==> config.mk <==
export PLATFORM = sky130hd
export DESIGN_NAME = eee_imgproc
export DESIGN_NICKNAME = d
export VERILOG_FILES = /design/src/logic/imgproc_pkg.sv /design/src/logic/stream_stage.sv /design/src/logic/pixel_classify.sv /design/src/logic/box_tracker.sv /design/src/logic/msg_fifo.sv /design/src/logic/reg_port.sv /design/src/logic/eee_imgproc.sv
export SDC_FILE = /design/constraint.sdc
export NUM_CORES = 2
export LEC_CHECK = 0
export BUFFER_PORTS_ARGS = -buffer_cell sky130_fd_sc_hd__buf_2
export CELL_PAD_IN_SITES_DETAIL_PLACEMENT = 0
export CELL_PAD_IN_SITES_GLOBAL_PLACEMENT = 1
export CORE_AREA = 5 5 608 610
export CTS_BUF_LIST = sky130_fd_sc_hd__clkbuf_2 sky130_fd_sc_hd__clkbuf_4 sky130_fd_sc_hd__clkbuf_8
export DETAILED_ROUTE_END_ITERATION = 12
export DIE_AREA = 0 0 613 615
export PLACE_DENSITY_LB_ADDON = 0.12
export REMOVE_ABC_BUFFERS = 1
export SETUP_SLACK_MARGIN = 0.05
export SLEW_MARGIN = 20
export SYNTH_ARGS = -nofsm -noshare
export SYNTH_HDL_FRONTEND = slang
export SYNTH_SLANG_ARGS = --single-unit
export TNS_END_PERCENT = 50
==> constraint.sdc <==
create_clock -name clk -period 49.4 [get_ports clk]
set_input_delay 0 -clock clk [delete_from_list [all_inputs] [get_ports clk]]
set_output_delay 0 -clock clk [all_outputs]
set_load 0.05 [all_outputs]
==> src/logic/imgproc_pkg.sv <==
// frame size fixed at 640x480, one red hue range only, all hsv values on the 0..255 scale
package imgproc_pkg;

	////////////////////
	// frame geometry
	////////////////////

	localparam int image_w   = 640;
	localparam int image_h   = 480;
	// pixels within this margin of any edge count as border
	localparam int border_px = 20;

	typedef logic [10:0] coord_t;

	////////////////////
	// stream types
	////////////////////

	typedef struct packed {
		logic [7:0] red;
		logic [7:0] green;
		logic [7:0] blue;
	} rgb_t;

	// one stream beat, 26 bits
	typedef struct packed {
		rgb_t data;
		logic sop;
		logic eop;
	} beat_t;

	// col_none must stay 0, the tracker indexes boxes by value minus one
	typedef enum logic [2:0] {
		col_none,
		col_red,
		col_green,
		col_blue,
		col_violet,
		col_yellow
	} ball_colour_e;

	localparam int n_colours = 5;

	////////////////////
	// colour ranges
	////////////////////

	// h_lo above h_hi means the hue range wraps through 0
	typedef struct packed {
		logic [7:0] h_lo;
		logic [7:0] h_hi;
		logic [7:0] s_lo;
		logic [7:0] s_hi;
		logic [7:0] v_lo;
		logic [7:0] v_hi;
	} hsv_range_t;

	localparam hsv_range_t range_red    = '{8'd170, 8'd25, 8'd149, 8'd232, 8'd125, 8'd200};
	localparam hsv_range_t range_green  = '{8'd60, 8'd80, 8'd75, 8'd200, 8'd50, 8'd128};
	localparam hsv_range_t range_blue   = '{8'd90, 8'd120, 8'd76, 8'd195, 8'd25, 8'd128};
	// violet has no lower hue limit, so it wraps from 255
	localparam hsv_range_t range_violet = '{8'd255, 8'd15, 8'd80, 8'd150, 8'd75, 8'd125};
	localparam hsv_range_t range_yellow = '{8'd25, 8'd45, 8'd100, 8'd153, 8'd102, 8'd245};

	// flat highlight colours
	localparam rgb_t high_red    = 24'hff0001;
	localparam rgb_t high_green  = 24'h00ff00;
	localparam rgb_t high_blue   = 24'h0000ff;
	localparam rgb_t high_violet = 24'h8e1596;
	localparam rgb_t high_yellow = 24'hedff6f;

	////////////////////
	// tracker and buffer
	////////////////////

	// fire marks a beat accepted by the out stage
	typedef struct packed {
		logic         fire;
		logic         sop;
		logic         eop;
		logic         video;
		coord_t       x;
		coord_t       y;
		ball_colour_e colour;
	} pix_info_t;

	typedef struct packed {
		coord_t xmin;
		coord_t ymin;
		coord_t xmax;
		coord_t ymax;
	} box_t;

	typedef logic [31:0] msg_word_t;
	typedef logic [7:0]  msg_count_t;

	localparam int msg_depth    = 128;
	localparam int msg_ptr_w    = $clog2(msg_depth);
	localparam int msg_interval = 6;

	typedef enum logic [1:0] {
		phase_idle,
		phase_id,
		phase_top_left,
		phase_bottom_right
	} msg_phase_e;

	////////////////////
	// register port
	////////////////////

	typedef enum logic [2:0] {
		addr_status = 3'd0,
		addr_msg    = 3'd1,
		addr_id     = 3'd2
	} reg_addr_e;

	localparam msg_word_t core_id   = 32'h1234EEE2;
	localparam int        flush_bit = 4;

endpackage

==> src/logic/stream_stage.sv <==
// holds one beat, ready stays low until the first clock edge after reset is released
module stream_stage import imgproc_pkg::*; (
	input  logic  clk,
	input  logic  reset_n,
	input  beat_t in_data,
	input  logic  in_valid,
	output logic  in_ready,
	output beat_t out_data,
	output logic  out_valid,
	input  logic  out_ready
);

	// set once reset has been released
	logic active;

	// accept when empty or when the held beat leaves this cycle
	assign in_ready = active & (~out_valid | out_ready);

	always_ff @(posedge clk) begin
		if (!reset_n) begin
			active    <= 1'b0;
			out_valid <= 1'b0;
		end else begin
			active <= 1'b1;
			if (in_ready) begin
				out_valid <= in_valid;
			end
		end
	end

	// payload only moves on a transfer
	always_ff @(posedge clk) begin
		if (in_valid && in_ready) begin
			out_data <= in_data;
		end
	end

endmodule

==> src/logic/pixel_classify.sv <==
// colour is reported only for video pixels off the border, sop beats always pass through
module pixel_classify import imgproc_pkg::*; (
	input  logic      clk,
	input  logic      reset_n,
	input  beat_t     beat,
	input  logic      fire,
	input  logic      mode,
	output beat_t     beat_out,
	output pix_info_t info
);

	coord_t       x, y;
	logic         video;
	logic [7:0]   r, g, b;
	logic [7:0]   v, vmin, diff, diff_div, v_div, s, h, grey;
	logic [15:0]  s_num;
	logic [17:0]  hue_num;
	logic [8:0]   hue_deg;
	logic         on_border;
	ball_colour_e colour;
	rgb_t         new_px;

	// exclusive bounds, value top may be inclusive
	function automatic logic in_range(input logic [7:0] hh, input logic [7:0] ss,
			input logic [7:0] vv, input hsv_range_t rng, input logic v_incl);
		logic h_ok;
		logic v_top;
		h_ok  = (rng.h_lo > rng.h_hi) ? (hh > rng.h_lo || hh < rng.h_hi)
			: (hh > rng.h_lo && hh < rng.h_hi);
		v_top = v_incl ? (vv <= rng.v_hi) : (vv < rng.v_hi);
		return h_ok && ss > rng.s_lo && ss < rng.s_hi && vv > rng.v_lo && v_top;
	endfunction

	assign r = beat.data.red;
	assign g = beat.data.green;
	assign b = beat.data.blue;

	////////////////////
	// coordinates
	////////////////////

	always_ff @(posedge clk) begin
		if (!reset_n) begin
			x     <= '0;
			y     <= '0;
			video <= 1'b0;
		end else if (fire) begin
			if (beat.sop) begin
				x     <= '0;
				y     <= '0;
				// packet type lives in the low nibble of the header beat
				video <= (b[3:0] == 4'h0);
			end else if (x == coord_t'(image_w - 1)) begin
				x <= '0;
				y <= y + 11'd1;
			end else begin
				x <= x + 11'd1;
			end
		end
	end

	////////////////////
	// rgb to hsv
	////////////////////

	always_comb begin
		v = r;
		if (g > v) v = g;
		if (b > v) v = b;
		vmin = r;
		if (g < vmin) vmin = g;
		if (b < vmin) vmin = b;
		diff = v - vmin;
		// guard divisors, results are masked below anyway
		diff_div = (diff == 8'd0) ? 8'd1 : diff;
		v_div    = (v == 8'd0) ? 8'd1 : v;
		s_num = 16'd255 * 16'(diff);
		s     = (v == 8'd0) ? 8'd0 : 8'(s_num / 16'(v_div));
		// opencv sectors, each numerator already non-negative
		if (v == r) begin
			if (g >= b) hue_num = 18'd60 * 18'(g - b);
			else        hue_num = 18'd360 * 18'(diff) - 18'd60 * 18'(b - g);
		end else if (v == g) begin
			hue_num = 18'd120 * 18'(diff) + 18'd60 * 18'(b) - 18'd60 * 18'(r);
		end else begin
			hue_num = 18'd240 * 18'(diff) + 18'd60 * 18'(r) - 18'd60 * 18'(g);
		end
		hue_deg = 9'(hue_num / 18'(diff_div));
		// half-degree hue so it fits in a byte
		h = (diff == 8'd0) ? 8'd0 : 8'(hue_deg >> 1);
	end

	////////////////////
	// detection
	////////////////////

	always_comb begin
		// first match wins
		if (in_range(h, s, v, range_red, 1'b1))          colour = col_red;
		else if (in_range(h, s, v, range_green, 1'b0))   colour = col_green;
		else if (in_range(h, s, v, range_blue, 1'b0))    colour = col_blue;
		else if (in_range(h, s, v, range_violet, 1'b1))  colour = col_violet;
		else if (in_range(h, s, v, range_yellow, 1'b1))  colour = col_yellow;
		else                                             colour = col_none;
	end

	assign on_border = (x <= coord_t'(border_px)) || (x >= coord_t'(image_w - border_px))
		|| (y <= coord_t'(border_px)) || (y >= coord_t'(image_h - border_px));

	// grey = g/2 + r/4 + b/4
	assign grey = {1'b0, g[7:1]} + {2'b00, r[7:2]} + {2'b00, b[7:2]};

	always_comb begin
		if (!mode || beat.sop || !video) begin
			new_px = beat.data;
		end else if (on_border) begin
			new_px = '{grey, grey, grey};
		end else begin
			case (colour)
				col_red:    new_px = high_red;
				col_green:  new_px = high_green;
				col_blue:   new_px = high_blue;
				col_violet: new_px = high_violet;
				col_yellow: new_px = high_yellow;
				default:    new_px = '{grey, grey, grey};
			endcase
		end
	end

	assign beat_out = '{data: new_px, sop: beat.sop, eop: beat.eop};

	// tracker only sees colours that would be highlighted
	assign info = '{fire: fire, sop: beat.sop, eop: beat.eop, video: video, x: x, y: y,
		colour: (on_border || beat.sop || !video) ? col_none : colour};

endmodule

==> src/logic/box_tracker.sv <==
// reports use the boxes latched at the last video eop, a frame is skipped if the buffer lacks room
module box_tracker import imgproc_pkg::*; (
	input  logic       clk,
	input  logic       reset_n,
	input  pix_info_t  info,
	input  msg_count_t msg_count,
	output logic       msg_wr,
	output msg_word_t  msg_word
);

	box_t       run_box [n_colours];
	box_t       lat_box [n_colours];
	logic [2:0] hit_idx;
	logic [2:0] col_idx;
	logic [2:0] frame_cnt;
	logic       eop_fire;
	logic       room;
	msg_phase_e phase;

	// box slot for the classified colour
	assign hit_idx  = 3'(info.colour) - 3'd1;
	assign eop_fire = info.fire && info.eop && info.video;
	// a full report is fifteen words
	assign room     = msg_count < msg_count_t'(msg_depth - 15);

	////////////////////
	// bounding boxes
	////////////////////

	always_ff @(posedge clk) begin
		if (info.fire && info.sop) begin
			for (int i = 0; i < n_colours; i++) begin
				run_box[i] <= '{xmin: coord_t'(image_w - 1), ymin: coord_t'(image_h - 1),
					xmax: '0, ymax: '0};
			end
		end else if (info.fire && info.colour != col_none) begin
			if (info.x < run_box[hit_idx].xmin) run_box[hit_idx].xmin <= info.x;
			if (info.x > run_box[hit_idx].xmax) run_box[hit_idx].xmax <= info.x;
			if (info.y < run_box[hit_idx].ymin) run_box[hit_idx].ymin <= info.y;
			// rows arrive in order, so the last y is the largest
			run_box[hit_idx].ymax <= info.y;
		end
		if (eop_fire) begin
			lat_box <= run_box;
		end
	end

	////////////////////
	// report writer
	////////////////////

	always_ff @(posedge clk) begin
		if (!reset_n) begin
			frame_cnt <= '0;
			phase     <= phase_idle;
			col_idx   <= '0;
		end else begin
			if (eop_fire) begin
				if (frame_cnt != 3'd0) begin
					frame_cnt <= frame_cnt - 3'd1;
				end else if (room && phase == phase_idle) begin
					frame_cnt <= 3'(msg_interval - 1);
				end
			end
			case (phase)
				phase_idle: begin
					if (eop_fire && frame_cnt == 3'd0 && room) begin
						phase   <= phase_id;
						col_idx <= '0;
					end
				end
				phase_id:       phase <= phase_top_left;
				phase_top_left: phase <= phase_bottom_right;
				default: begin
					// three words per colour, stop after yellow
					if (col_idx == 3'(n_colours - 1)) begin
						phase <= phase_idle;
					end else begin
						phase   <= phase_id;
						col_idx <= col_idx + 3'd1;
					end
				end
			endcase
		end
	end

	assign msg_wr = (phase != phase_idle);

	always_comb begin
		case (phase)
			phase_id: begin
				case (col_idx)
					3'd0:    msg_word = {8'h00, "RBB"};
					3'd1:    msg_word = {8'h00, "GBB"};
					3'd2:    msg_word = {8'h00, "BBB"};
					3'd3:    msg_word = {8'h00, "VBB"};
					default: msg_word = {8'h00, "YBB"};
				endcase
			end
			phase_top_left:
				msg_word = {5'b0, lat_box[col_idx].xmin, 5'b0, lat_box[col_idx].ymin};
			phase_bottom_right:
				msg_word = {5'b0, lat_box[col_idx].xmax, 5'b0, lat_box[col_idx].ymax};
			default:
				msg_word = '0;
		endcase
	end

endmodule

==> src/logic/msg_fifo.sv <==
// writes to a full buffer are dropped, pops of an empty buffer are ignored
module msg_fifo import imgproc_pkg::*; (
	input  logic       clk,
	input  logic       reset_n,
	input  logic       clear,
	input  logic       wr,
	input  msg_word_t  wr_word,
	input  logic       pop,
	output msg_word_t  head,
	output msg_count_t count,
	output logic       empty
);

	msg_word_t            mem [msg_depth];
	logic [msg_ptr_w-1:0] wr_ptr, rd_ptr;
	logic                 do_wr, do_pop;

	assign empty  = (count == '0);
	assign do_wr  = wr && (count != msg_count_t'(msg_depth));
	assign do_pop = pop && !empty;

	// show-ahead, head is the oldest word
	assign head = mem[rd_ptr];

	always_ff @(posedge clk) begin
		if (!reset_n || clear) begin
			wr_ptr <= '0;
			rd_ptr <= '0;
			count  <= '0;
		end else begin
			if (do_wr) wr_ptr <= wr_ptr + 1'b1;
			if (do_pop) rd_ptr <= rd_ptr + 1'b1;
			count <= count + msg_count_t'(do_wr) - msg_count_t'(do_pop);
		end
	end

	always_ff @(posedge clk) begin
		if (do_wr) begin
			mem[wr_ptr] <= wr_word;
		end
	end

endmodule

==> src/logic/reg_port.sv <==
// readdata is registered, a message read pops the buffer once per read burst
module reg_port import imgproc_pkg::*; (
	input  logic        clk,
	input  logic        reset_n,
	input  logic        s_chipselect,
	input  logic        s_read,
	input  logic        s_write,
	input  logic [2:0]  s_address,
	input  logic [31:0] s_writedata,
	output logic [31:0] s_readdata,
	input  msg_word_t   msg_head,
	input  msg_count_t  msg_count,
	input  logic        msg_empty,
	output logic        msg_pop,
	output logic        msg_flush
);

	logic [7:0] status_reg;
	// read strobe of the previous cycle
	logic       read_d;
	logic       rd_sel, wr_sel;

	assign rd_sel = s_chipselect & s_read;
	assign wr_sel = s_chipselect & s_write;

	always_ff @(posedge clk) begin
		if (!reset_n) begin
			status_reg <= '0;
			s_readdata <= '0;
			read_d     <= 1'b0;
		end else begin
			if (wr_sel && s_address == addr_status) begin
				status_reg <= s_writedata[7:0];
			end
			if (rd_sel) begin
				case (s_address)
					addr_status: s_readdata <= {16'b0, msg_count, status_reg};
					addr_msg:    s_readdata <= msg_head;
					addr_id:     s_readdata <= core_id;
					default:     s_readdata <= '0;
				endcase
			end
			read_d <= rd_sel;
		end
	end

	// advance only on the first cycle of a read
	assign msg_pop = rd_sel & ~read_d & ~msg_empty & (s_address == addr_msg);

	// bit 4 of a status write empties the buffer
	assign msg_flush = wr_sel & (s_address == addr_status) & s_writedata[flush_bit];

endmodule

==> src/logic/eee_imgproc.sv <==
// two-stage stream pipeline, the classifier sits between the stages and feeds the tracker
module eee_imgproc import imgproc_pkg::*; (
	input  logic        clk,
	input  logic        reset_n,
	// register port
	input  logic        s_chipselect,
	input  logic        s_read,
	input  logic        s_write,
	output logic [31:0] s_readdata,
	input  logic [31:0] s_writedata,
	input  logic [2:0]  s_address,
	// stream sink
	input  rgb_t        sink_data,
	input  logic        sink_valid,
	output logic        sink_ready,
	input  logic        sink_sop,
	input  logic        sink_eop,
	// stream source
	output rgb_t        source_data,
	output logic        source_valid,
	input  logic        source_ready,
	output logic        source_sop,
	output logic        source_eop,
	// highlight enable
	input  logic        mode
);

	beat_t      in_beat, cls_beat;
	logic       in_valid, out_ready;
	pix_info_t  info;
	logic       msg_wr, msg_pop, msg_flush, msg_empty;
	msg_word_t  msg_word, msg_head;
	msg_count_t msg_count;

	////////////////////
	// stream path
	////////////////////

	stream_stage in_stage (
		.clk       (clk),
		.reset_n   (reset_n),
		.in_data   ({sink_data, sink_sop, sink_eop}),
		.in_valid  (sink_valid),
		.in_ready  (sink_ready),
		.out_data  (in_beat),
		.out_valid (in_valid),
		.out_ready (out_ready)
	);

	// fire is a transfer between the two stages
	pixel_classify pixel_classify_inst (
		.clk      (clk),
		.reset_n  (reset_n),
		.beat     (in_beat),
		.fire     (in_valid & out_ready),
		.mode     (mode),
		.beat_out (cls_beat),
		.info     (info)
	);

	stream_stage out_stage (
		.clk       (clk),
		.reset_n   (reset_n),
		.in_data   (cls_beat),
		.in_valid  (in_valid),
		.in_ready  (out_ready),
		.out_data  ({source_data, source_sop, source_eop}),
		.out_valid (source_valid),
		.out_ready (source_ready)
	);

	////////////////////
	// reports
	////////////////////

	box_tracker box_tracker_inst (
		.clk       (clk),
		.reset_n   (reset_n),
		.info      (info),
		.msg_count (msg_count),
		.msg_wr    (msg_wr),
		.msg_word  (msg_word)
	);

	msg_fifo msg_fifo_inst (
		.clk     (clk),
		.reset_n (reset_n),
		.clear   (msg_flush),
		.wr      (msg_wr),
		.wr_word (msg_word),
		.pop     (msg_pop),
		.head    (msg_head),
		.count   (msg_count),
		.empty   (msg_empty)
	);

	reg_port reg_port_inst (
		.clk          (clk),
		.reset_n      (reset_n),
		.s_chipselect (s_chipselect),
		.s_read       (s_read),
		.s_write      (s_write),
		.s_address    (s_address),
		.s_writedata  (s_writedata),
		.s_readdata   (s_readdata),
		.msg_head     (msg_head),
		.msg_count    (msg_count),
		.msg_empty    (msg_empty),
		.msg_pop      (msg_pop),
		.msg_flush    (msg_flush)
	);

endmodule

Yosys cells after proc, flatten, opt, wreduce, memory -nomap -nowiden --
Memory sizes are Yosys's and may differ from the RTL's. A register that Yosys moved wholly into a read port is not among the register bits. Cells that the tools add are included.
Word-level totals: bits in registers 589, RAM bits 3456, input bits 69, output and inout bits 60, word-level logic and storage cells 315, memories kept 1
Cells by class: $add $sub $neg 19, multiply operators 9, div/mod/pow operators 2, $lt $le $gt $ge 45, equality and inequality tests 20, mux-type cells 67, bitwise logic cells 19, reductions and logical operators 68
Memories:
- msg_fifo_inst.mem | words 128, bits a word 27, read ports 1, clocked after memory_dff 1, write ports 1, line msg_fifo.sv:14 | msg_word_t mem [msg_depth];
Operators by type and width (number):
- two-way mux 220 bit | 9
- bitwise mux 220 bit | 4
- demux 44 bit (select 3 bit) | 4
- binary-select mux 44 bit (select 3 bit) | 2
- two-way mux 44 bit | 5
- one-hot mux 24 bit (5 select lines) | 1
- one-hot mux 32 bit (3 select lines) | 1
- one-hot mux 21 bit (4 select lines) | 1
- one-hot mux 27 bit (3 select lines) | 1
- > comparator 8 x 7 -> 1 bit, second input constant | 8
- two-way mux 8 bit | 8
- multiplier 4 x 8 -> 12 bit, first input constant | 5
- two-way mux 11 bit | 5
- two-way mux 18 bit | 3
- less-than comparator 8 bit, second input constant | 6
- two-way mux 24 bit | 2
- logical AND 1 bit | 36
- multiplier 4 x 18 -> 16 bit, first input constant | 2
- subtractor 18 x 14 -> 18 bit | 2
- two-way mux 33 bit | 1
- two-way mux 3 bit | 10
- > comparator 8 bit, second input constant | 3
- logical NOT 8 bit | 3
- less-than comparator 8 x 7 -> 1 bit, second input constant | 3
- 64 further kinds | 124

Logic depth before layout (Yosys ltp) --
depth in word-level cells 43, gate-level depth with buffers 290, depth with buffers taken out 270

Hierarchy --
From an unflattened synthesis, not the netlist that was laid out.
Second synthesis, totals: cells, all modules 12729, area total of the unflattened synthesis 205402.0 sq um
Modules (own cells, without submodules):
- msg_fifo | instances 1, cells each 7430, area each 157552.4 sq um, sequential area each 123578.5 sq um
- pixel_classify | instances 1, cells each 3413, area each 25635.8 sq um, sequential area each 460.4 sq um
- box_tracker | instances 1, cells each 1619, area each 18785.5 sq um, sequential area each 11170.7 sq um
- stream_stage | instances 2, cells each 34, area each 862.1 sq um, sequential area each 820.8 sq um
- reg_port | instances 1, cells each 198, area each 1697.9 sq um, sequential area each 820.8 sq um
- eee_imgproc | instances 1, cells each 1, area each 6.3 sq um, sequential area each 0.0 sq um

Least setup slack after synthesis --
No wires, ideal clock.
path type reg-to-reg, start point register in_stage.out_data[23] in the netlist's numbering, end point register box_tracker_inst.run_box[22] in the netlist's numbering, setup time 0.129 ns, arrival 50.917 ns, data required time 49.271 ns, setup slack -1.646 ns, cell stages (with the launch flop) 273, path buffers 21, period minus slack after synthesis 51.046 ns, cell sequence edfxtp_1 inv_1 ha_1 a21oi_1 o21a_1 nor2_2 nor2_1 clkbuf_1 a21oi_1 ha_1 nand4_1 or2_1 and2_1 nor2_4 buf_4 buf_2 nor2_1 a21oi_1 [... 237 more ...] clkbuf_1 clkbuf_1 mux4_2 and2_1 a21oi_1 ha_1 a21o_1 a21o_1 a21oi_1 nor2_1 a2111oi_0 inv_1 a2111oi_0 a21oi_1 nor4_2 buf_4 mux2i_1 nand2_1
On the way: word-level cells in the longest chain between the ends 42, elaborated cells on any way between the ends 123, those cells by class add/sub: 7; mul: 5; div: 2; order compare: 38; eq/ne: 2; mux: 38; bitwise: 1; reduce/logical: 30
Ends and longest elaborated chain:
- start: declaration | line stream_stage.sv:8 | output beat_t out_data,
- start signal: assignment | line stream_stage.sv:34 | out_data <= in_data;
- > comparator 8 bit / less-than comparator 8 bit (equally long branches) | line pixel_classify.sv:68, pixel_classify.sv:71
- two-way mux 8 bit, on equally long branches | line pixel_classify.sv:68, pixel_classify.sv:71
- > comparator 8 bit / less-than comparator 8 bit (equally long branches) | line pixel_classify.sv:69, pixel_classify.sv:72
- two-way mux 8 bit, on equally long branches | line pixel_classify.sv:69, pixel_classify.sv:72
- subtractor 8 bit | line pixel_classify.sv:73 | diff = v - vmin;
- multiplier 4 x 8 -> 12 bit | line pixel_classify.sv:84, pixel_classify.sv:86
- adder 16 x 14 -> 17 bit / adder 15 x 14 -> 16 bit (equally long branches) | line pixel_classify.sv:86, pixel_classify.sv:84
- subtractor 18 x 14 -> 18 bit, on equally long branches | line pixel_classify.sv:86, pixel_classify.sv:84
- [... 26 more ...]
- two-way mux 220 bit | line box_tracker.sv:38 | if (info.x > run_box[hit_idx].xmax) run_box[hit_idx].xmax <= info.x;
- two-way mux 220 bit | line box_tracker.sv:36 | end else if (info.fire && info.colour != col_none) begin
- two-way mux 220 bit | line box_tracker.sv:31 | if (info.fire && info.sop) begin
- bitwise mux 220 bit | line box_tracker.sv:39 | if (info.y < run_box[hit_idx].ymin) run_box[hit_idx].ymin <= info.y;
- two-way mux 220 bit | line box_tracker.sv:39
- two-way mux 220 bit | line box_tracker.sv:36
- two-way mux 220 bit | line box_tracker.sv:31
- bitwise mux 220 bit | line box_tracker.sv:41 | run_box[hit_idx].ymax <= info.y;
- end signal: indexed assignment | line box_tracker.sv:33 | run_box[i] <= '{xmin: coord_t'(image_w - 1), ymin: coord_t'(image_h - 1),
- end: declaration | line box_tracker.sv:11 | box_t run_box [n_colours];
Every way passes the cells marked *; elsewhere a longest branch is shown, timed or not. The select of a mux whose other input is x is not followed. A chain may end at the register's enable or synchronous reset.

Final worst setup path --
start point register in_stage.out_data[11] in the netlist's numbering, end point register box_tracker_inst.run_box[28] in the netlist's numbering
The elaborated chain is that of the path after synthesis.

==> impl_metrics.csv <==
group,metric,value,unit
logic_synthesis,syn_inst,9959,
logic_synthesis,synth-edff-count,3216,
cts,cts_tree,"yes",
floorplanning,core,364000,um2
timing,max_freq,21.5,MHz
placement,placed_area,172000,um2
grt,grtUsageTotal,0.239,
critical_path,cp.arrival,47.37,ns
route,drtPass1Iterations,6,
placement,gp_congestion,0.858,
grt,grt_pass1_wl,663,mm
logic_synthesis,avgSynthCellArea,16.3,um2
final_layout,nFillCells,30192,
critical_path,crit_cells,256,
logic_synthesis,synth_top_area_cell,"edfxtp_1",
route,drtIter0Drc,8794,
critical_path,reg2reg_depth,256,
logic_synthesis,synth_top_area_share,0.594,
logic_synthesis,synth-seq-cells,3536,
logic_synthesis,synth_area,163000,um2
cts,h-tree-depth,6,
placement,dp_hpwl,282,mm
cts,cts_buffers,586,
route,vias,95041,
critical_path,cpMaxStageDelayCell,"or4_4",
critical_path,start_kind,"flip-flop",
timing,slew-limit-headroom,0.235,
critical_path,crit_path_end_kind,"flip-flop",
hold_path,hold_depth,5,
floorplanning,start_util,0.447,
grt,grt_pass1_vias,97231,
placement,io_buffers,100,
critical_path,crit_top_cell,"o21a_1",
route,via_per_inst,5.90,
cts,cts_sinks,3536,
timing,finClkSkew,0.140,ns
final_layout,final_area,186000,um2
logic_synthesis,async_flop_share,0,
route,postRouteAntennaNets,0,
logic_synthesis,synth_area_leaders,"edfxtp_1 59%, mux4_2 14%, ha_1 4.0%",
hold_path,hp-class,"in -> reg",
logic_synthesis,synth.most_common_cell,"edfxtp_1",
floorplanning,chipWidth,613,um
logic_synthesis,synth_ff_type,"edfxtp_1",
cts,cts_root_buf,"clkbuf_8",
floorplanning,num_rows,222,
final_layout,syn2layout_area_growth,14.3,%
timing,fin_crit_sh,0.940,
critical_path,cp_top_family,"compound AO/OA/AOI/OAI gates",
critical_path,crit_required,50.35,ns
timing,tns,0,ns
outcome,outcome,"complete, no violations",
logic_synthesis,yosysSeqAreaShare,0.633,
final_layout,largestRegisters,"msg_fifo_inst.mem (2944), box_tracker_inst.lat_box (220), box_tracker_inst.run_box (220)",
grt,grt_max_degree,129,
floorplanning,die_h,615,um
final_layout,layout-drive-gt1-share,0.279,
run,maxCapViolations,0,
floorplanning,ios,129,
cts,insertion_delay,1.19,ns
floorplanning,die_area,377000,um2
timing,worstMarginPinSlew,1.15,ns
critical_path,max_stage_delay,0.59,ns
critical_path,crit_fanout,15,
route,wl_per_cell,28.4,um
critical_path,worst-path-buf-inv,20,
logic_synthesis,synth_common_cells,"3216 x edfxtp_1, 997 x mux4_2, 625 x nor2_1",
grt,antenna_found_initial,21,
critical_path,critPathKind,"reg -> reg",
route,drc,0,
grt,globalRoute.totalOverflow,0,
final_layout,largest_reg_flops,2944,
timing,slew_viol_final,0,
logic_synthesis,yosysUniqueCellTypes,132,
cts,clk_pin_slew,0.06,ns
timing,finalSetupViolations,0,
timing,final_hold_viol_count,0,
route,wirelength,458,mm
final_layout,top_register,"msg_fifo_inst.mem",
critical_path,rrSetupSlack,2.98,ns
final_layout,nNetsFinal,11555,
timing,finalCriticalPeriod,46.42,ns
cts,clockBufferDepth,4,
logic_synthesis,yosys_warnings,0,
-- worst reg2reg max path, delay by kind of cell (launching register included) --
family                     cells  cell delay [ns]
AOI/OAI and AO/OA            124            21.38
and+or+nand+nor               74            10.71
adders and majority gates     28             8.30
muxes                          9             2.73
buffers and inverters         20             2.66
DFF                            1             0.40
xor gates and xnor gates       1             0.13
-- kinds of logic (layout without fill, tap and decap cells) --
family / count (synthesis) / after routing / share of synthesized area
fa+ha+maj: 653 / 653 / 0.0559
other cells: 1 / 14 / 0.0000231
compound gates: 1554 / 1554 / 0.0650
simple gates: 1783 / 1783 / 0.0527
flops: 3536 / 3536 / 0.633
xor+xnor: 247 / 247 / 0.0135
buf+inv: 872 / 2198 / 0.0213
mux: 1313 / 1313 / 0.159
-- layout by cell type (no fill, tap or decap), types with 40 or more instances in the layout --
cell type,netlist,final
a21o_1,115,113
a21oi_1,369,330
a21oi_2,1,40
a22oi_1,96,96
a31oi_1,43,40
and2_1,85,80
and3_1,56,53
buf_2,32,100
buf_4,20,521
clkbuf_4,0,214
clkbuf_8,0,609
clkinv_1,2,119
dfxtp_1,320,312
dlygate4sd3_1,0,114
edfxtp_1,3216,3216
fa_1,125,123
ha_1,525,513
inv_1,386,383
mux2_2,136,136
mux2i_1,175,171
mux4_2,997,997
nand2_1,361,347
nand2b_1,48,48
nand3_1,138,133
nand4_1,66,66
nor2_1,625,457
nor2_2,3,120
nor2_4,2,53
nor2b_1,75,72
nor3_1,161,160
o211ai_1,131,131
o21a_1,166,164
o21ai_0,221,195
o21bai_1,45,43
xnor2_1,164,157
xor2_1,80,78
-- final timing paths --
kind,from,to
max,in_stage.out_data[11]$_DFFE_PP_,box_tracker_inst.run_box[28]$_SDFFE_PP1P_
min,s_read,reg_port_inst.s_readdata[1]$_SDFFE_PN0P_
max reg2reg,in_stage.out_data[11]$_DFFE_PP_,box_tracker_inst.run_box[28]$_SDFFE_PP1P_
min reg2reg,box_tracker_inst.run_box[142]$_SDFFE_PP0P_,box_tracker_inst.lat_box[142]$_DFFE_PP_
-- area by class of cell --
type / instances / area [um2] / area share
clock inverters: 218 / 1580 / 0.00852
diodes: 10 / 25.0 / 0.000135
inverters: 395 / 1500 / 0.00805
well taps: 4816 / 6030 / 0.0324
multi-input cells: 5554 / 57700 / 0.311
repair buffers: 763 / 6060 / 0.0326
flip-flops and latches: 3536 / 103000 / 0.554
clock buffers: 822 / 9980 / 0.0537
-- timing repair --
action                                  CTS  global route
endpoints found under the setup margin  165           244
gates cloned                              0             2
pin swaps                                 1            51
hold buffers                            114             0
hold endpoints to repair                202             0
gates resized for setup                   6           219
buffers inserted                          1            49
-- per-layer routing --
layer,global-route usage,part of all wire,vias to the layer above
li1,-,-,41467
met5,0,0.000044,-
met3,0.0338,0.062,684
met1,0.331,0.42,49650
met2,0.398,0.49,3238
met4,0.0623,0.027,2
-- stage by stage --
step           setup slack [ns]  utilization  cells  hold WS (ns)
2_1_floorplan             -3.45            -   9485        0.0277
3_3_place_gp              0.482        0.472  14895         0.181
3_5_place_dp             -0.339        0.472  14896         0.179
4_1_cts                   0.130        0.507  16051        0.0320
5_1_grt                  -0.214        0.511  16105         0.107
6_report                   2.98        0.511  16114         0.144
Power is left out: the tool's default activity adds up to more than one toggle a clock period on the data nets, which glitch-free logic cannot reach.
